$ cat src/logic/cpuPkg.sv
package cpuPkg;

  // vector types with a meaning of their own
  typedef logic [15:0] wordT;
  typedef logic [15:0] instrT;
  typedef logic [2:0]  regIdxT;
  typedef logic [2:0]  regSelT;
  typedef logic [2:0]  opcodeT;
  typedef logic [1:0]  aluOpT;
  typedef logic [1:0]  shiftT;
  typedef logic [1:0]  wbSelT;

  // instruction field positions
  localparam int opcodeMsb = 15;
  localparam int opcodeLsb = 13;
  localparam int opMsb     = 12;
  localparam int opLsb     = 11;
  localparam int rnMsb     = 10;
  localparam int rnLsb     = 8;
  localparam int rdMsb     = 7;
  localparam int rdLsb     = 5;
  localparam int shiftMsb  = 4;
  localparam int shiftLsb  = 3;
  localparam int rmMsb     = 2;
  localparam int rmLsb     = 0;
  localparam int immMsb    = 7;

  // one-hot register field choice
  localparam regSelT selRm = 3'b001;
  localparam regSelT selRd = 3'b010;
  localparam regSelT selRn = 3'b100;

  // major opcodes
  localparam opcodeT opMove = 3'b110;
  localparam opcodeT opAlu  = 3'b101;

  // op field, ALU meaning
  localparam aluOpT aluAdd = 2'b00;
  localparam aluOpT aluSub = 2'b01;
  localparam aluOpT aluAnd = 2'b10;
  localparam aluOpT aluNot = 2'b11;
  // op field under opMove
  localparam aluOpT movReg = 2'b00;
  localparam aluOpT movImm = 2'b10;

  localparam shiftT shNone       = 2'b00;
  localparam shiftT shLeft       = 2'b01;
  localparam shiftT shRightLogic = 2'b10;
  localparam shiftT shRightArith = 2'b11;

  localparam wbSelT wbResult = 2'b01;
  localparam wbSelT wbImm    = 2'b10;

endpackage

$ cat src/logic/regFile.sv
module regFile (
  input  logic          clk,
  input  logic          arstN,
  input  cpuPkg::wordT   writeData,
  input  cpuPkg::regIdxT regNum,
  input  logic          regWrite,
  output cpuPkg::wordT   readData
);

  logic [7:0]   regOneHot;
  logic [7:0]   loadEn;
  cpuPkg::wordT entry [8];

  // one register number serves both read and write
  assign regOneHot = 8'b1 << regNum;

  // write decoder gated by the write strobe
  assign loadEn = regOneHot & {8{regWrite}};

  // eight enabled entries
  always_ff @(posedge clk or negedge arstN) begin
    if (!arstN) begin
      for (int i = 0; i < 8; i++) begin
        entry[i] <= '0;
      end
    end else begin
      for (int i = 0; i < 8; i++) begin
        if (loadEn[i]) begin
          entry[i] <= writeData;
        end
      end
    end
  end

  // and-or read mux on the same one-hot vector
  always_comb begin
    readData = '0;
    for (int i = 0; i < 8; i++) begin
      readData = readData | ({16{regOneHot[i]}} & entry[i]);
    end
  end

endmodule

$ cat src/logic/instrDecoder.sv
module instrDecoder (
  input  logic           clk,
  input  logic           arstN,
  input  cpuPkg::instrT  instrIn,
  input  logic           loadInstr,
  input  cpuPkg::regSelT regSel,
  output cpuPkg::opcodeT opcode,
  output cpuPkg::aluOpT  op,
  output cpuPkg::shiftT  shift,
  output cpuPkg::regIdxT regNum,
  output cpuPkg::wordT   immExt
);

  cpuPkg::instrT  instrReg;
  cpuPkg::regIdxT rn;
  cpuPkg::regIdxT rd;
  cpuPkg::regIdxT rm;
  logic [7:0]     imm8;

  // instruction register, loaded on the strobe
  always_ff @(posedge clk or negedge arstN) begin
    if (!arstN) begin
      instrReg <= '0;
    end else if (loadInstr) begin
      instrReg <= instrIn;
    end
  end

  // field split
  assign opcode = instrReg[cpuPkg::opcodeMsb:cpuPkg::opcodeLsb];
  assign op     = instrReg[cpuPkg::opMsb:cpuPkg::opLsb];
  assign rn     = instrReg[cpuPkg::rnMsb:cpuPkg::rnLsb];
  assign rd     = instrReg[cpuPkg::rdMsb:cpuPkg::rdLsb];
  assign shift  = instrReg[cpuPkg::shiftMsb:cpuPkg::shiftLsb];
  assign rm     = instrReg[cpuPkg::rmMsb:cpuPkg::rmLsb];
  assign imm8   = instrReg[cpuPkg::immMsb:0];

  // regSel is one-hot, so the fields never overlap
  assign regNum = ({3{regSel[0]}} & rm) |
                  ({3{regSel[1]}} & rd) |
                  ({3{regSel[2]}} & rn);

  assign immExt = {{8{imm8[7]}}, imm8};

endmodule

$ cat src/logic/datapath.sv
module datapath (
  input  logic           clk,
  input  logic           arstN,
  input  cpuPkg::regIdxT regNum,
  input  cpuPkg::wordT   immExt,
  input  cpuPkg::aluOpT  op,
  input  cpuPkg::shiftT  shift,
  input  logic           regWrite,
  input  logic           loadA,
  input  logic           loadB,
  input  logic           loadC,
  input  logic           loadStatus,
  input  logic           aSelZero,
  input  cpuPkg::wbSelT  wbSel,
  output cpuPkg::wordT   datapathOut,
  output logic           zFlag,
  output logic           nFlag,
  output logic           vFlag
);

  cpuPkg::wordT readData;
  cpuPkg::wordT writeData;
  cpuPkg::wordT regA;
  cpuPkg::wordT regB;
  cpuPkg::wordT regC;
  cpuPkg::wordT bShifted;
  cpuPkg::wordT aIn;
  cpuPkg::wordT addB;
  cpuPkg::wordT sum;
  cpuPkg::wordT aluOut;
  logic         subtract;
  logic         arithOp;
  logic         addOverflow;
  logic [2:0]   status;

  regFile u_regFile (
    .clk       (clk),
    .arstN     (arstN),
    .writeData (writeData),
    .regNum    (regNum),
    .regWrite  (regWrite),
    .readData  (readData)
  );

  // operand registers hold whatever was read in the previous cycle
  always_ff @(posedge clk or negedge arstN) begin
    if (!arstN) begin
      regA <= '0;
      regB <= '0;
    end else begin
      if (loadA) begin
        regA <= readData;
      end
      if (loadB) begin
        regB <= readData;
      end
    end
  end

  // shifter on B, one bit at most
  always_comb begin
    case (shift)
      cpuPkg::shLeft:       bShifted = {regB[14:0], 1'b0};
      cpuPkg::shRightLogic: bShifted = {1'b0, regB[15:1]};
      cpuPkg::shRightArith: bShifted = {regB[15], regB[15:1]};
      default:              bShifted = regB;
    endcase
  end

  // MOV and MVN run with A forced to zero
  assign aIn = aSelZero ? '0 : regA;

  // add and subtract share one adder, subtract as a + ~b + 1
  assign subtract    = (op == cpuPkg::aluSub);
  assign arithOp     = (op == cpuPkg::aluAdd) || subtract;
  assign addB        = subtract ? ~bShifted : bShifted;
  assign sum         = aIn + addB + {15'd0, subtract};
  assign addOverflow = (aIn[15] == addB[15]) && (sum[15] != aIn[15]);

  always_comb begin
    case (op)
      cpuPkg::aluAnd: aluOut = aIn & bShifted;
      cpuPkg::aluNot: aluOut = ~bShifted;
      default:        aluOut = sum;
    endcase
  end

  // result register C and status {z, n, v}
  always_ff @(posedge clk or negedge arstN) begin
    if (!arstN) begin
      regC   <= '0;
      status <= '0;
    end else begin
      if (loadC) begin
        regC <= aluOut;
      end
      if (loadStatus) begin
        status <= {aluOut == '0, aluOut[15], addOverflow && arithOp};
      end
    end
  end

  assign datapathOut = regC;
  assign zFlag = status[2];
  assign nFlag = status[1];
  assign vFlag = status[0];

  // write-back source
  always_comb begin
    case (wbSel)
      cpuPkg::wbImm: writeData = immExt;
      default:       writeData = regC;
    endcase
  end

endmodule

$ cat src/logic/controllerFsm.sv
module controllerFsm (
  input  logic           clk,
  input  logic           arstN,
  input  logic           start,
  input  cpuPkg::opcodeT opcode,
  input  cpuPkg::aluOpT  op,
  output logic           ready,
  output cpuPkg::regSelT regSel,
  output logic           regWrite,
  output logic           loadA,
  output logic           loadB,
  output logic           loadC,
  output logic           loadStatus,
  output logic           aSelZero,
  output cpuPkg::wbSelT  wbSel
);

  typedef enum logic [2:0] {
    sIdle,
    sDecode,
    sWriteImm,
    sGetA,
    sGetB,
    sCompute,
    sWriteReg
  } stateT;

  stateT state;
  stateT nextState;

  logic isMovImm;
  logic isMovReg;
  logic isAluOp;
  logic isCmp;
  logic isMvn;
  logic skipA;
  logic writesReg;

  // instruction kinds, tested here and nowhere else
  assign isMovImm  = (opcode == cpuPkg::opMove) && (op == cpuPkg::movImm);
  assign isMovReg  = (opcode == cpuPkg::opMove) && (op == cpuPkg::movReg);
  assign isAluOp   = (opcode == cpuPkg::opAlu);
  assign isCmp     = isAluOp && (op == cpuPkg::aluSub);
  assign isMvn     = isAluOp && (op == cpuPkg::aluNot);
  assign skipA     = isMovReg || isMvn;
  assign writesReg = isMovReg || (isAluOp && !isCmp);

  always_ff @(posedge clk or negedge arstN) begin
    if (!arstN) begin
      state <= sIdle;
    end else begin
      state <= nextState;
    end
  end

  always_comb begin
    nextState = state;
    case (state)
      sIdle: begin
        if (start) begin
          nextState = sDecode;
        end
      end
      sDecode: begin
        if (isMovImm) begin
          nextState = sWriteImm;
        end else if (skipA) begin
          nextState = sGetB;
        end else if (isAluOp) begin
          nextState = sGetA;
        end else begin
          // undefined encodings pass through a write stage that writes nothing
          nextState = sWriteReg;
        end
      end
      sGetA:     nextState = sGetB;
      sGetB:     nextState = sCompute;
      sCompute:  nextState = sWriteReg;
      sWriteReg: nextState = sIdle;
      sWriteImm: nextState = sIdle;
      default:   nextState = sIdle;
    endcase
  end

  always_comb begin
    regSel     = '0;
    regWrite   = 1'b0;
    loadA      = 1'b0;
    loadB      = 1'b0;
    loadC      = 1'b0;
    loadStatus = 1'b0;
    aSelZero   = 1'b0;
    wbSel      = cpuPkg::wbResult;
    case (state)
      sWriteImm: begin
        regSel   = cpuPkg::selRn;
        regWrite = 1'b1;
        wbSel    = cpuPkg::wbImm;
      end
      sGetA: begin
        regSel = cpuPkg::selRn;
        loadA  = 1'b1;
      end
      sGetB: begin
        regSel = cpuPkg::selRm;
        loadB  = 1'b1;
      end
      sCompute: begin
        loadC    = 1'b1;
        aSelZero = skipA;
      end
      sWriteReg: begin
        // CMP ends by loading the flags only, A and B still hold its operands
        regSel     = cpuPkg::selRd;
        regWrite   = writesReg;
        loadStatus = isCmp;
      end
      default: begin
      end
    endcase
  end

  assign ready = (state == sIdle);

endmodule

$ cat src/logic/cpuTop.sv
module cpuTop (
  input  logic          clk,
  input  logic          arstN,
  input  cpuPkg::instrT instrIn,
  input  logic          loadInstr,
  input  logic          start,
  output cpuPkg::wordT  datapathOut,
  output logic          zFlag,
  output logic          nFlag,
  output logic          vFlag,
  output logic          ready
);

  cpuPkg::opcodeT opcode;
  cpuPkg::aluOpT  op;
  cpuPkg::shiftT  shift;
  cpuPkg::regIdxT regNum;
  cpuPkg::wordT   immExt;
  cpuPkg::regSelT regSel;
  cpuPkg::wbSelT  wbSel;
  logic           regWrite;
  logic           loadA;
  logic           loadB;
  logic           loadC;
  logic           loadStatus;
  logic           aSelZero;

  instrDecoder u_instrDecoder (
    .clk       (clk),
    .arstN     (arstN),
    .instrIn   (instrIn),
    .loadInstr (loadInstr),
    .regSel    (regSel),
    .opcode    (opcode),
    .op        (op),
    .shift     (shift),
    .regNum    (regNum),
    .immExt    (immExt)
  );

  controllerFsm u_controllerFsm (
    .clk        (clk),
    .arstN      (arstN),
    .start      (start),
    .opcode     (opcode),
    .op         (op),
    .ready      (ready),
    .regSel     (regSel),
    .regWrite   (regWrite),
    .loadA      (loadA),
    .loadB      (loadB),
    .loadC      (loadC),
    .loadStatus (loadStatus),
    .aSelZero   (aSelZero),
    .wbSel      (wbSel)
  );

  datapath u_datapath (
    .clk         (clk),
    .arstN       (arstN),
    .regNum      (regNum),
    .immExt      (immExt),
    .op          (op),
    .shift       (shift),
    .regWrite    (regWrite),
    .loadA       (loadA),
    .loadB       (loadB),
    .loadC       (loadC),
    .loadStatus  (loadStatus),
    .aSelZero    (aSelZero),
    .wbSel       (wbSel),
    .datapathOut (datapathOut),
    .zFlag       (zFlag),
    .nFlag       (nFlag),
    .vFlag       (vFlag)
  );

endmodule

$ cat config.mk
export PLATFORM = sky130hd
export DESIGN_NAME = cpuTop
export DESIGN_NICKNAME = d
export VERILOG_FILES = /design/src/logic/cpuPkg.sv /design/src/logic/regFile.sv /design/src/logic/instrDecoder.sv /design/src/logic/datapath.sv /design/src/logic/controllerFsm.sv /design/src/logic/cpuTop.sv
export SDC_FILE = /design/constraint.sdc
export NUM_CORES = 1
export LEC_CHECK = 0
export ABC_AREA = 1
export BUFFER_PORTS_ARGS = -buffer_cell sky130_fd_sc_hd__buf_2
export CORE_MARGIN = 2
export CORE_UTILIZATION = 46
export DETAILED_ROUTE_END_ITERATION = 6
export SYNTH_ARGS = -nofsm -noshare
export SYNTH_HDL_FRONTEND = slang
export SYNTH_HIERARCHICAL = 1
export SYNTH_SLANG_ARGS = --single-unit
$ cat constraint.sdc
create_clock -name clk -period 3.1 [get_ports clk]
set_clock_uncertainty 0.1 [all_clocks]
set_input_delay 0.62 -clock clk [delete_from_list [all_inputs] [get_ports clk]]
set_output_delay 0.62 -clock clk [all_outputs]
set_load 0.05 [all_outputs]
# After elaboration in Yosys (flattened, before gate mapping)
# Cells that the tools add are included.
dict set report classes {
  bitwise 23
  shift 1
  eq_ne 18
  n_addsub 2
  muxes 18
  reduce_logical 15
}
# operator count
set op_table {}
lappend op_table {{$and A16 B16 Y16} 9}
lappend op_table {{$or A16 B16 Y16} 7}
lappend op_table {{$mux W16} 3}
lappend op_table {{$pmux W16 S3} 1}
lappend op_table {{$pmux W16 S2} 1}
lappend op_table {{$add A16 B1 Y16} 1}
lappend op_table {{$add A16 B16 Y16} 1}
lappend op_table {{$logic_not A16 Y1} 1}
lappend op_table {{$not A16 Y16} 1}
lappend op_table {{$eq A3 B3 Y1 const B} 5}
lappend op_table {{$pmux W3 S5} 1}
lappend op_table {{$mux W3} 4}
lappend op_table {{$eq A2 B2 Y1 const B} 5}
lappend op_table {{$and A3 B3 Y3} 3}
lappend op_table {{$pmux W3 S3} 1}
lappend op_table {{$and A8 B8 Y8} 1}
lappend op_table {{$shl A1 B3 Y8 const A} 1}
lappend op_table {{$logic_and A1 B1 Y1} 7}
lappend op_table {{$eq A3 B2 Y1 const B} 2}
lappend op_table {{$or A3 B3 Y3} 2}
lappend op_table {{$mux W1} 5}
lappend op_table {{$eq A2 B1 Y1 const B} 2}
lappend op_table {{$eq A3 B1 Y1 const B} 1}
lappend op_table {{$logic_not A3 Y1} 1}
lappend op_table {{other kinds (9)} 11}
dict set report word_totals {
  reg_bits 198
  wordCells 91
  input_bits 20
}

# Longest topological paths before layout
# Gate-level depths: netlist of run 1.
dict set report depth {
  word_depth 15
  ltp_mapped 26
  mapped_depth_nobuf 25
}

# Cells and area by module
# Netlist of run 1, hierarchy kept.
# mod cells_each seq_area_each_um2 area_each_um2 n_inst
set by_module_without_submodules {}
lappend by_module_without_submodules {regFile 735 3203.1 6155.9 1}
lappend by_module_without_submodules {datapath 562 1276.2 3943.8 1}
lappend by_module_without_submodules {instrDecoder 102 400.4 870.8 1}
lappend by_module_without_submodules {controllerFsm 47 75.1 281.5 1}

# Worst setup path before layout of run 1
# OpenSTA, ideal clock, no wires.
dict set report synth_path {
  path_type {register to register}
  from {register u_instrDecoder.instrReg[14]}
  to {register u_datapath.status[2]}
  t_arrival_ns 3.203
  slack_ns -0.269
  path_stages_with_launch 18
  required_time_ns 2.934
  setup_time_ns 0.066
  cell_sequence {dfrtp_1 buf_4 nor2_1 nand3_1 a21oi_2 buf_2 clkbuf_1 clkbuf_1 nor2_1 ha_1 a21oi_1 nand2_1 or2_2 a31oi_1 nand3_1 nor3_1 nand4_1 nand2_1}
}
dict set report synth_via {
  elab_chain_len 9
}
# element line
set synth_lines {}
lappend synth_lines {{from (decl)} instrDecoder.sv:14} ;# cpuPkg::instrT instrReg;
lappend synth_lines {{from (signal assigned)} instrDecoder.sv:25} ;# instrReg <= instrIn;
lappend synth_lines {{$eq A3 B3 Y1 (on tied branches)} {controllerFsm.sv:41, controllerFsm.sv:42}}
lappend synth_lines {{$logic_and A1 B1 Y1 (on tied branches)} {controllerFsm.sv:41, controllerFsm.sv:44}}
lappend synth_lines {{$logic_or A1 B1 Y1 (*)} controllerFsm.sv:45} ;# assign skipA = isMovReg || isMvn;
lappend synth_lines {{$mux W1 (*)} controllerFsm.sv:94} ;# case (state)
lappend synth_lines {{net aSelZero} cpuTop.sv:26} ;# logic aSelZero;
lappend synth_lines {{$mux W16 (*)} datapath.sv:71} ;# assign aIn = aSelZero ? '0 : regA;
lappend synth_lines {{$add A16 B16 Y16} datapath.sv:77} ;# assign sum = aIn + addB + {15'd0, subtract};
lappend synth_lines {{$add A16 B1 Y16} datapath.sv:77}
lappend synth_lines {{$pmux W16 S2 (*)} datapath.sv:81} ;# case (op)
lappend synth_lines {{$logic_not A16 Y1 (*)} datapath.sv:98} ;# status <= {aluOut == '0, aluOut[15], addOverflow && arithOp};
lappend synth_lines {{to (signal assigned)} datapath.sv:98}
lappend synth_lines {{to (decl)} datapath.sv:34} ;# logic [2:0] status;
# The timed path passes the listed nets; every way through them passes the cells marked *.
# A chain may end at the register's enable or synchronous reset.

# Final worst setup path of run 1
dict set report layout_path {
  from {register u_instrDecoder.instrReg[4]}
  to {register u_datapath.status[2]}
}
dict set report layout_via {
  elab_chain_len 8
}
# element line
set layout_lines {}
lappend layout_lines {{$eq A2 B2 Y1 or $eq A2 B1 Y1 (tied branches)} datapath.sv:62} ;# case (shift)
lappend layout_lines {{$pmux W16 S3 (*)} datapath.sv:62}
lappend layout_lines {{$not A16 Y16} {datapath.sv:76, datapath.sv:83}}
lappend layout_lines {{$mux W16} datapath.sv:76} ;# assign addB = subtract ? ~bShifted : bShifted;
lappend layout_lines {{$add A16 B16 Y16} datapath.sv:77}
lappend layout_lines {{$add A16 B1 Y16} datapath.sv:77}
lappend layout_lines {{$pmux W16 S2 (*)} datapath.sv:81}
lappend layout_lines {{$logic_not A16 Y1 (*)} datapath.sv:98}
# Mark *: on every way between the ends. The rest lies on a longest branch, timed or not.

==> results.toml, run 1 <==
[place]
finalWeightedCongestion = 0.937
preCtsSetupSlack_ps = -34.5
portBuffers = 39
place_inst = 1764
place.detailed.hpwl_um = 21400
placed_cell_area_um2 = 11800

[die]
fp.dieW_um = 160
ioPinCount = 40
floorplan.die_area_um2 = 25700
core.rowCount = 57
die_height_um = 160
starting_utilization_of_the_core_area = 0.465
core_um2 = 24200

[global_routing]
global_route.usage.total = 0.247
grt_pass1_vias = 9424
globalRouteMet1Util = 0.357
grt_first_pass_wirelength_um = 50700
grt_max_degree = 70
busiest_layer = "met2"
grt.met2_usage = 0.399
met3_usage = 0.0325
globalRouteOverflowTotal = 0
antenna_found_initial = 0

[worst_setup_path]
worst-path-max-fanout = 7
critPathArrivalTime_ps = 3200
cp_data_required_time_ps = 3370
crit-reg2reg-launch = "u_instrDecoder/instrReg[4]$_DFFE_PN0P_"
critPathSlowestCell = "sky130_fd_sc_hd__dfrtp_2"
criticalPathCategory = "reg -> reg"
crit-reg2reg-capture = "u_datapath/status[2]$_DFFE_PN0P_"
rrSetupSlack_ps = 170
critPathLaunchType = "flop"
worst_setup_path_end_kind = "flop"
timing.critical_path.slowest_cell_delay_ps = 490
worstPathCellList = "nor2_4, buf_4, nand2_1, o221ai_2, xor2_1, ha_4, a21oi_1, o21ai_0, a21oi_1, nand3_1, nand3_1, nand3b_1, nor2_1, nand4_1, nand2_1"
timing.reg2reg.worst_path_depth = 15

[run]
max_cap_viol_count = 0

[synthesis]
ys_async_sr_fraction = 1.00
number_of_synthesized_flops_with_an_enable_pin = 0
yosys.area.top_type = "sky130_fd_sc_hd__dfrtp_1"
yosysTopAreaCellShare = 0.440
avgSynthCellArea_um2 = 7.78
synthMostInstantiatedCell = "sky130_fd_sc_hd__nand2_1"
postSynthCellCount = 1446
netlist_top_cells_area = "sky130_fd_sc_hd__dfrtp_1 44%, sky130_fd_sc_hd__nand2_1 13%, sky130_fd_sc_hd__o21ai_0 5.8%, sky130_fd_sc_hd__nand4_1 4.8%, sky130_fd_sc_hd__nand3_1 4.0%"
netlist_top_cells_count = "380 x sky130_fd_sc_hd__nand2_1, 198 x sky130_fd_sc_hd__dfrtp_1, 131 x sky130_fd_sc_hd__o21ai_0, 112 x sky130_fd_sc_hd__nor2_1, 105 x sky130_fd_sc_hd__inv_1"
synth-warning-count = 6
number_of_different_library_cells_in_the_post_synthesis_netlist = 46
synth.ff_latch_count = 198
postSynth.topFlopCell = "sky130_fd_sc_hd__dfrtp_1"
syn-cell-area_um2 = 11300
syn_nets = 1483
synth-seq-area-share = 0.440

[sta]
slew_violations = 0
fmaxAchievable_mhz = 342
setup-violations-final = 0
tightest_slew_ps = 593
worst_slew_margin = 0.604
setup_total_negative_slack_ps = 0
post-route-worst-setup-slack_ps = 174
timing.final.crit_share = 0.944
period_needed_ps = 2930
fin_hold_ws_ps = 78.5
timing_hold_violations_final = 0

[final_layout]
proportion_of_layout_cells_with_a_drive_suffix_above_1 = 0.198
utilization = 0.538
area_growth_pct = 15.5
final_cells = 1818
post-route-cell-area_um2 = 13000
multiInputGateArea_um2 = 5590
fillers = 2298
antenna_cells = 0
num-nets-final = 1518
seqCellArea_um2 = 4960

[detailed_routing]
vias = 9902
wl_per_cell_um = 17.2
postRouteWirelength_um = 31200
detail-route-antenna-nets = 0
detail_route.drc_violations = 0
detail_route.first_pass.iterations = 6
drt-vias-per-instance = 5.45
dr.first_iter.drc_count = 892

[cts]
clk_path_buf_depth = 2
cell_chosen_for_the_clock_root = "sky130_fd_sc_hd__clkbuf_16"
path_clk_slew_ps = 80
h_tree_depth = 4
worstSkewPairLatency_ps = 430
cts_hold_buf = 0
cts_inserted_buffers = 17
numClockSinks = 198
tritoncts = "built"

[pwr]
report.power.total_mw = 12.9
leakage_nw = 6.33
power_density_nw_per_um2 = 995
worst_ir_drop_vdd_uv = 522

[hold_path]
hold_crit_class = "in -> async"

[outcome]
status = "completed"
## critical path: cells and delay by family (launching register included)
family,cells,cell delay [ps]
AO/OA/AOI/OAI,4,710
XOR/XNOR,1,270
adder cells (fa/ha/maj),1,260
buffers and inverters,1,170
flip-flops,1,490
AND/OR/NAND/NOR,8,870
## cells in the final DEF (no fill, tap or decap), types with 20 or more instances in the layout
cell type / Yosys / final
sky130_fd_sc_hd__o21ai_0: 131 / 127
sky130_fd_sc_hd__inv_1: 105 / 99
sky130_fd_sc_hd__nand2_2: 5 / 20
sky130_fd_sc_hd__dfrtp_1: 198 / 195
sky130_fd_sc_hd__o21a_1: 32 / 32
sky130_fd_sc_hd__nand3_1: 90 / 79
sky130_fd_sc_hd__buf_4: 34 / 71
sky130_fd_sc_hd__nor2_1: 112 / 101
sky130_fd_sc_hd__a21oi_1: 44 / 33
sky130_fd_sc_hd__nand4_1: 87 / 87
sky130_fd_sc_hd__o21ai_1: 25 / 27
sky130_fd_sc_hd__nand2_1: 380 / 363
sky130_fd_sc_hd__buf_2: 40 / 38
## cell families (layout without fill, tap and decap cells)
family,count (synthesis),count (layout),share of synthesized area
AND/OR/NAND/NOR,713,713,0.283
AO/OA/AOI/OAI,263,263,0.134
buffers and inverters,226,274,0.0972
flip-flops,198,198,0.440
adder cells (fa/ha/maj),17,17,0.0196
XOR/XNOR,16,16,0.0125
multiplexers,13,13,0.0130
## metal layers
layer	up-vias	share of wire
met5	-	0
met2	228	0.47
met4	0	0.014
met1	4784	0.47
met3	29	0.039
li1	4861	-
## how the worst max path moves through the flow
stage | depth (start not counted) | from | slack [ps] | end
3_3_place_gp | 17 | u_instrDecoder/instrReg[4]$_DFFE_PN0P_ | -0.3 | u_datapath/status[2]$_DFFE_PN0P_
2_1_floorplan | 17 | u_instrDecoder/instrReg[14]$_DFFE_PN0P_ | 40 | u_datapath/status[2]$_DFFE_PN0P_
4_1_cts | 21 | u_instrDecoder/instrReg[14]$_DFFE_PN0P_ | 20 | u_datapath/status[2]$_DFFE_PN0P_
6_report | 15 | u_instrDecoder/instrReg[4]$_DFFE_PN0P_ | 170 | u_datapath/status[2]$_DFFE_PN0P_
5_1_grt | 20 | u_instrDecoder/instrReg[15]$_DFFE_PN0P_ | -60 | u_datapath/status[2]$_DFFE_PN0P_
3_5_place_dp | 19 | u_instrDecoder/instrReg[4]$_DFFE_PN0P_ | -30 | u_datapath/status[2]$_DFFE_PN0P_
## area by class of cell
type | count | share of cell area
inverters | 118 | 0.0348
multi-input cells | 1022 | 0.430
repair buffers | 124 | 0.0770
well taps | 324 | 0.0312
clock buffers | 20 | 0.0351
clock inverters | 12 | 0.0103
flip-flops and latches | 198 | 0.381
## power breakdown
| group | switching [mW] | total, mW | internal [mW] |
|---|---|---|---|
| registers | 0.581 | 4.12 | 3.54 |
| clock network | 1.07 | 2.25 | 1.18 |
| logic | 4.36 | 6.56 | 2.21 |
| total | 6.00 | 12.9 | 6.93 |
## repair_timing
action | CTS | global route
pin swaps | 0 | 42
gates cloned | 0 | 2
setup buffers | 0 | 20
setup endpoints to repair | 2 | 8
resized for setup | 1 | 96
## flip-flops by register name, summed over array words and instances (netlist names)
signal,flops
u_controllerFsm/state,3
u_datapath/regA,16
u_datapath/regB,16
u_datapath/datapathOut,16
u_datapath/u_regFile/entry,128
u_datapath/status,3
u_instrDecoder/instrReg,16
(Power assumes the default switching activity.)
==> run 2, diff against run 1 <==
--- a/config.mk
+++ b/config.mk
@@ -5,7 +5,6 @@
 export SDC_FILE = /design/constraint.sdc
 export NUM_CORES = 1
 export LEC_CHECK = 0
-export ABC_AREA = 1
 export BUFFER_PORTS_ARGS = -buffer_cell sky130_fd_sc_hd__buf_2
 export CORE_MARGIN = 2
 export CORE_UTILIZATION = 46
==> results.toml, run 2 <==
[outcome]
status = "finished with violations"
failed_checks = "negative setup slack"

[sta]
worst_slew_margin = 0.251
setup-violations-final = 13
rsz0062_at_grt = "yes"
fin_hold_ws_ps = 73.0
tightest_slew_ps = 1110
slew_violations = 0
fmaxAchievable_mhz = 268
timing.final.crit_share = 1.20
period_needed_ps = 3730
timing_hold_violations_final = 0
post-route-worst-setup-slack_ps = -633

[synthesis]
number_of_synthesized_flops_with_an_enable_pin = 0
yosysTopAreaCellShare = 0.444
avgSynthCellArea_um2 = 12.7
synth-warning-count = 6
syn_nets = 913
synth-seq-area-share = 0.444
syn-cell-area_um2 = 11200
ys_async_sr_fraction = 1.00
yosys.area.top_type = "sky130_fd_sc_hd__dfrtp_1"
postSynth.topFlopCell = "sky130_fd_sc_hd__dfrtp_1"
postSynthCellCount = 876
netlist_top_cells_count = "204 x sky130_fd_sc_hd__mux2_2, 198 x sky130_fd_sc_hd__dfrtp_1, 40 x sky130_fd_sc_hd__nor2_1, 39 x sky130_fd_sc_hd__nand2_1, 31 x sky130_fd_sc_hd__a21oi_1"
netlist_top_cells_area = "sky130_fd_sc_hd__dfrtp_1 44%, sky130_fd_sc_hd__mux2_2 21%, sky130_fd_sc_hd__mux4_1 5.2%, sky130_fd_sc_hd__mux2i_1 2.3%, sky130_fd_sc_hd__mux4_2 2.0%"
synth.ff_latch_count = 198
number_of_different_library_cells_in_the_post_synthesis_netlist = 78
synthMostInstantiatedCell = "sky130_fd_sc_hd__mux2_2"

[worst_setup_path]
worstPathCellList = "nor2b_4, a31o_1, and3_4, nor2b_1, inv_1, fa_2, nand2b_4, a21oi_1, xor2_1, a211oi_2, nor4bb_2, and4b_1, and4_1, nand4_1, o32ai_2"
critPathArrivalTime_ps = 3990
timing.critical_path.slowest_cell_delay_ps = 430
worst-path-max-fanout = 6
criticalPathCategory = "reg -> reg"
critPathSlowestCell = "sky130_fd_sc_hd__dfrtp_1"
worst_setup_path_end_kind = "flop"
critPathTopFamily = "simple AND/OR/NAND/NOR gates"
timing.critical_path.buf_inv = 1
cp_data_required_time_ps = 3350
critPathLaunchType = "flop"

[cts]
cell_chosen_for_the_clock_root = "sky130_fd_sc_hd__clkbuf_16"
tritoncts = "built"
cts_inserted_buffers = 17
numClockSinks = 198
h_tree_depth = 4
worstSkewPairLatency_ps = 440
clk_path_buf_depth = 2
cts_hold_buf = 0
path_clk_slew_ps = 80

[place]
finalWeightedCongestion = 0.876
place.detailed.hpwl_um = 18700
preCtsSetupSlack_ps = -900
portBuffers = 39
placed_cell_area_um2 = 12500

[detailed_routing]
wl_per_cell_um = 19.6
detail-route-antenna-nets = 0
detail_route.drc_violations = 0
metal2_wl_um = 12900
detail_route.first_pass.iterations = 5
postRouteWirelength_um = 26300
routedLengthMet1_um = 12700
maxUsedRoutingLayer = "met4"
dr.first_iter.drc_count = 419
drt-vias-per-instance = 5.48
dr_wl_met3_um = 491
vias = 7356

[pwr]
leakage_nw = 6.45
worst_ir_drop_vdd_uv = 421
power_density_nw_per_um2 = 985

[die]
starting_utilization_of_the_core_area = 0.464
core_um2 = 24000
ioPinCount = 40
core.rowCount = 57
die_height_um = 160
floorplan.die_area_um2 = 25500
fp.dieW_um = 160

[global_routing]
grt_max_degree = 67
grt_first_pass_wirelength_um = 42900
globalRouteOverflowTotal = 0
grt_pass1_vias = 7733
global_route.usage.total = 0.215
antenna_found_initial = 0

[final_layout]
num-nets-final = 1043
post-route-cell-area_um2 = 13300
utilization = 0.554
number_of_flip_flops_under_the_largest_register_name = 128
max_flop_register = "u_datapath/u_regFile/entry"
area_growth_pct = 19.3
antenna_cells = 0
proportion_of_layout_cells_with_a_drive_suffix_above_1 = 0.483
layout_commonest_cell = "sky130_fd_sc_hd__mux2_2"
mostFrequentLayoutCells = "202 x sky130_fd_sc_hd__mux2_2, 197 x sky130_fd_sc_hd__dfrtp_1, 136 x sky130_fd_sc_hd__buf_4"

[hold_path]
hold_crit_class = "in -> async"

[run]
max_cap_viol_count = 0
==> run 2: cell types whose count changed after synthesis, sizes merged, moves of 32 or more <==
cell | previous run | this run
nand3 | 95 | 10
nand4 | 87 | 3
mux4 | 0 | 32
buf | 88 | 56
nor2 | 123 | 40
nand2 | 387 | 39
inv | 116 | 15
o21ai | 160 | 22
mux2 | 13 | 214
==> run 2: through the flow <==
step	cells	TNS, ps	power [mW]
2_1_floorplan	876	-2130	8.16
5_1_grt	1343	-6970	13.9
3_3_place_gp	1305	-4840	10.4
3_5_place_dp	1305	-5860	10.5
4_1_cts	1343	-4410	13.1
6_report	1343	-4170	13.1
==> run 2: metal layers <==
layer | up-vias | global-route usage
li1 | 3476 | -
met1 | 3779 | 0.298
met2 | 84 | 0.362
met3 | 17 | 0.0252
met4 | 0 | 0.0517
met5 | - | 0
==> run 2: timing repair <==
item | 4_1_cts | 5_1_grt
setup buffers | 6 | 0
endpoints found under the setup margin | 15 | 47
hold endpoints to repair | 0 | 0
gates resized for setup | 20 | 7
pin swaps | 6 | 5
==> run 2: final timing paths <==
path,startpoint,to,slack (ps),depth (start not counted)
hold reg to reg,u_datapath/u_regFile/entry[71]$_DFFE_PN0P_,u_datapath/u_regFile/entry[71]$_DFFE_PN0P_,400,1
min in group clk,instrIn[11],u_instrDecoder/instrReg[11]$_DFFE_PN0P_,300,2
max in group asynchronous,arstN,u_datapath/u_regFile/entry[25]$_DFFE_PN0P_,2140,2
setup / recovery,u_instrDecoder/instrReg[13]$_DFFE_PN0P_,u_datapath/status[2]$_DFFE_PN0P_,-630,15
hold / removal,arstN,u_datapath/u_regFile/entry[34]$_DFFE_PN0P_,70,1
setup reg to reg,u_instrDecoder/instrReg[13]$_DFFE_PN0P_,u_datapath/status[2]$_DFFE_PN0P_,-630,15
==> run 2: kinds of logic (layout without fill, tap and decap cells) <==
logic type | after synthesis | in the layout | share of synthesized area
multiplexers | 272 | 272 | 0.315
flip-flops | 198 | 198 | 0.444
buffers and inverters | 91 | 234 | 0.0499
AO/OA/AOI/OAI | 105 | 105 | 0.0641
adder cells (fa/ha/maj) | 17 | 17 | 0.0197
AND/OR/NAND/NOR | 171 | 171 | 0.0905
XOR/XNOR | 22 | 22 | 0.0173
==> run 2: cell type report <==
| class | count | area [um2] |
|---|---|---|
| clock inverters | 15 | 231 |
| flip-flops and latches | 198 | 4960 |
| well taps | 324 | 405 |
| repair buffers | 185 | 1410 |
| multi-input cells | 587 | 5820 |
| clock buffers | 17 | 425 |
| fillers | 2068 | 10700 |
| inverters | 17 | 63.8 |
==> run 2: report_power, final <==
part           switching [mW]  internal [mW]
clock network            1.18           1.27
registers               0.524           3.41
logic                    3.34           3.39
==> run 3, diff against run 2 <==
--- a/config.mk
+++ b/config.mk
@@ -6,9 +6,12 @@
 export NUM_CORES = 1
 export LEC_CHECK = 0
 export BUFFER_PORTS_ARGS = -buffer_cell sky130_fd_sc_hd__buf_2
-export CORE_MARGIN = 2
+export CELL_PAD_IN_SITES_DETAIL_PLACEMENT = 0
+export CELL_PAD_IN_SITES_GLOBAL_PLACEMENT = 1
+export CORE_MARGIN = 4
 export CORE_UTILIZATION = 46
 export DETAILED_ROUTE_END_ITERATION = 6
+export PLACE_DENSITY_LB_ADDON = 0.1
 export SYNTH_ARGS = -nofsm -noshare
 export SYNTH_HDL_FRONTEND = slang
 export SYNTH_HIERARCHICAL = 1
==> results.toml, run 3 (same netlist as run 2, synthesis figures left out) <==
[die]
fp.dieW_um = 164
core_um2 = 23700
ioPinCount = 40
core.rowCount = 56
floorplan.die_area_um2 = 26800
starting_utilization_of_the_core_area = 0.471
die_height_um = 164

[sta]
rsz0062_at_grt = "yes"
setup_total_negative_slack_ps = -4500
fin_hold_ws_ps = 97.7
setup-violations-final = 13
timing_hold_violations_final = 0
post-route-worst-setup-slack_ps = -655
timing.final.crit_share = 1.21
worst_slew_margin = 0.383
tightest_slew_ps = 915
slew_violations = 0
fmaxAchievable_mhz = 266
period_needed_ps = 3750

[global_routing]
globalRouteOverflowTotal = 0
grt_max_degree = 79
global_route.usage.total = 0.210
grt_pass1_vias = 7887
antenna_found_initial = 0
grt_first_pass_wirelength_um = 43900

[detailed_routing]
drt-vias-per-instance = 5.51
detail_route.first_pass.iterations = 5
detail-route-antenna-nets = 0
wl_per_cell_um = 20.1
detail_route.drc_violations = 0
dr.first_iter.drc_count = 362
postRouteWirelength_um = 27100
vias = 7427

[cts]
cts_hold_buf = 0
clk_path_buf_depth = 2
cell_chosen_for_the_clock_root = "sky130_fd_sc_hd__clkbuf_16"
path_clk_slew_ps = 80
worstSkewPairLatency_ps = 430
tritoncts = "built"
cts_inserted_buffers = 17
numClockSinks = 198
h_tree_depth = 4

[final_layout]
seqCellArea_um2 = 4960
num-nets-final = 1053
layout_commonest_cell = "sky130_fd_sc_hd__mux2_2"
multiInputGateArea_um2 = 5900
area_growth_pct = 19.9
max_flop_register = "u_datapath/u_regFile/entry"
proportion_of_layout_cells_with_a_drive_suffix_above_1 = 0.496
mostFrequentLayoutCells = "202 x sky130_fd_sc_hd__mux2_2, 197 x sky130_fd_sc_hd__dfrtp_1, 144 x sky130_fd_sc_hd__buf_4, 38 x sky130_fd_sc_hd__buf_2, 38 x sky130_fd_sc_hd__nor2_1"
fillers = 2044
post-route-cell-area_um2 = 13400
number_of_flip_flops_under_the_largest_register_name = 128
antenna_cells = 0

[place]
placed_cell_area_um2 = 12500
place.detailed.hpwl_um = 19700
finalWeightedCongestion = 0.840
portBuffers = 39

[worst_setup_path]
critPathArrivalTime_ps = 4000
cp_data_required_time_ps = 3340
worst-path-max-fanout = 6
criticalPathCategory = "reg -> reg"
worst_setup_path_end_kind = "flop"
critPathLaunchType = "flop"

[hold_path]
hold_crit_class = "in -> async"

[pwr]
worst_ir_drop_vdd_uv = 401
power_density_nw_per_um2 = 980
leakage_nw = 6.48

[outcome]
status = "finished with violations"
failed_checks = "negative setup slack"

[run]
max_cap_viol_count = 0
-- run 3: worst paths after layout --
path,startpoint,endpoint,slack [ps],cells after the start
worst max-delay path,u_instrDecoder/instrReg[11]$_DFFE_PN0P_,u_datapath/status[2]$_DFFE_PN0P_,-650,16
max in group asynchronous,arstN,u_instrDecoder/instrReg[4]$_DFFE_PN0P_,1990,2
worst min-delay path,arstN,u_datapath/u_regFile/entry[19]$_DFFE_PN0P_,100,1
min in group clk,instrIn[8],u_instrDecoder/instrReg[8]$_DFFE_PN0P_,320,2
worst min register to register,u_datapath/u_regFile/entry[72]$_DFFE_PN0P_,u_datapath/u_regFile/entry[72]$_DFFE_PN0P_,400,1
worst max register to register,u_instrDecoder/instrReg[11]$_DFFE_PN0P_,u_datapath/status[2]$_DFFE_PN0P_,-650,16
-- run 3: report_power, final --
| group | switching [mW] | leakage (nW) | internal [mW] |
|---|---|---|---|
| Sequential | 0.537 | 2.59 | 3.42 |
| Combinational | 3.45 | 3.60 | 3.55 |
| Clock | 1.08 | 0.286 | 1.08 |
| Total | 5.07 | 6.48 | 8.05 |
-- run 3: final cells by class --
type / count / area share
clock inverters: 14 / 0.0117
inverters: 17 / 0.00477
repair buffers: 195 / 0.111
clock buffers: 18 / 0.0321
well taps: 319 / 0.0298
flip-flops and latches: 198 / 0.370
multi-input cells: 587 / 0.441
-- run 3: layer usage --
layer | part of all wire | vias to the layer above | GRT usage
met5 | 0 | - | 0
met4 | 0.0093 | 0 | 0.0412
met3 | 0.021 | 18 | 0.0311
met2 | 0.50 | 86 | 0.362
met1 | 0.47 | 3837 | 0.287
li1 | - | 3486 | -
-- run 3: critical path: stages (launching register included) --
cell and delay (ps):
sky130_fd_sc_hd__dfrtp_1 420, sky130_fd_sc_hd__nor4b_4 300, sky130_fd_sc_hd__a31o_1 160, sky130_fd_sc_hd__and3_4 220, sky130_fd_sc_hd__nand2b_4 130, sky130_fd_sc_hd__a21oi_2 40, sky130_fd_sc_hd__nor2_1 120, sky130_fd_sc_hd__fa_2 220
sky130_fd_sc_hd__nand2b_4 140, sky130_fd_sc_hd__a211oi_4 70, sky130_fd_sc_hd__o311a_1 330, sky130_fd_sc_hd__o21a_1 210, sky130_fd_sc_hd__o311a_1 340, sky130_fd_sc_hd__nor3_2 160, sky130_fd_sc_hd__o31ai_2 100, sky130_fd_sc_hd__or3_1 390
sky130_fd_sc_hd__o32ai_2 210
-- run 3: stage by stage --
stage | power [mW] | std cells | setup WS, ps | util
6_report | 13.1 | 1348 | -655 | 0.565
4_1_cts | 13.1 | 1344 | -629 | 0.562
3_3_place_gp | 10.3 | 1301 | -732 | 0.527
2_1_floorplan | 8.16 | 876 | -536 | -
3_5_place_dp | 10.6 | 1301 | -851 | 0.527
5_1_grt | 13.9 | 1348 | -854 | 0.565
-- run 3: repair_timing --
item | 4_1_cts | 5_1_grt
setup buffers | 13 | 5
endpoints found under the setup margin | 15 | 31
resized for setup | 33 | 9
pin swaps | 12 | 8
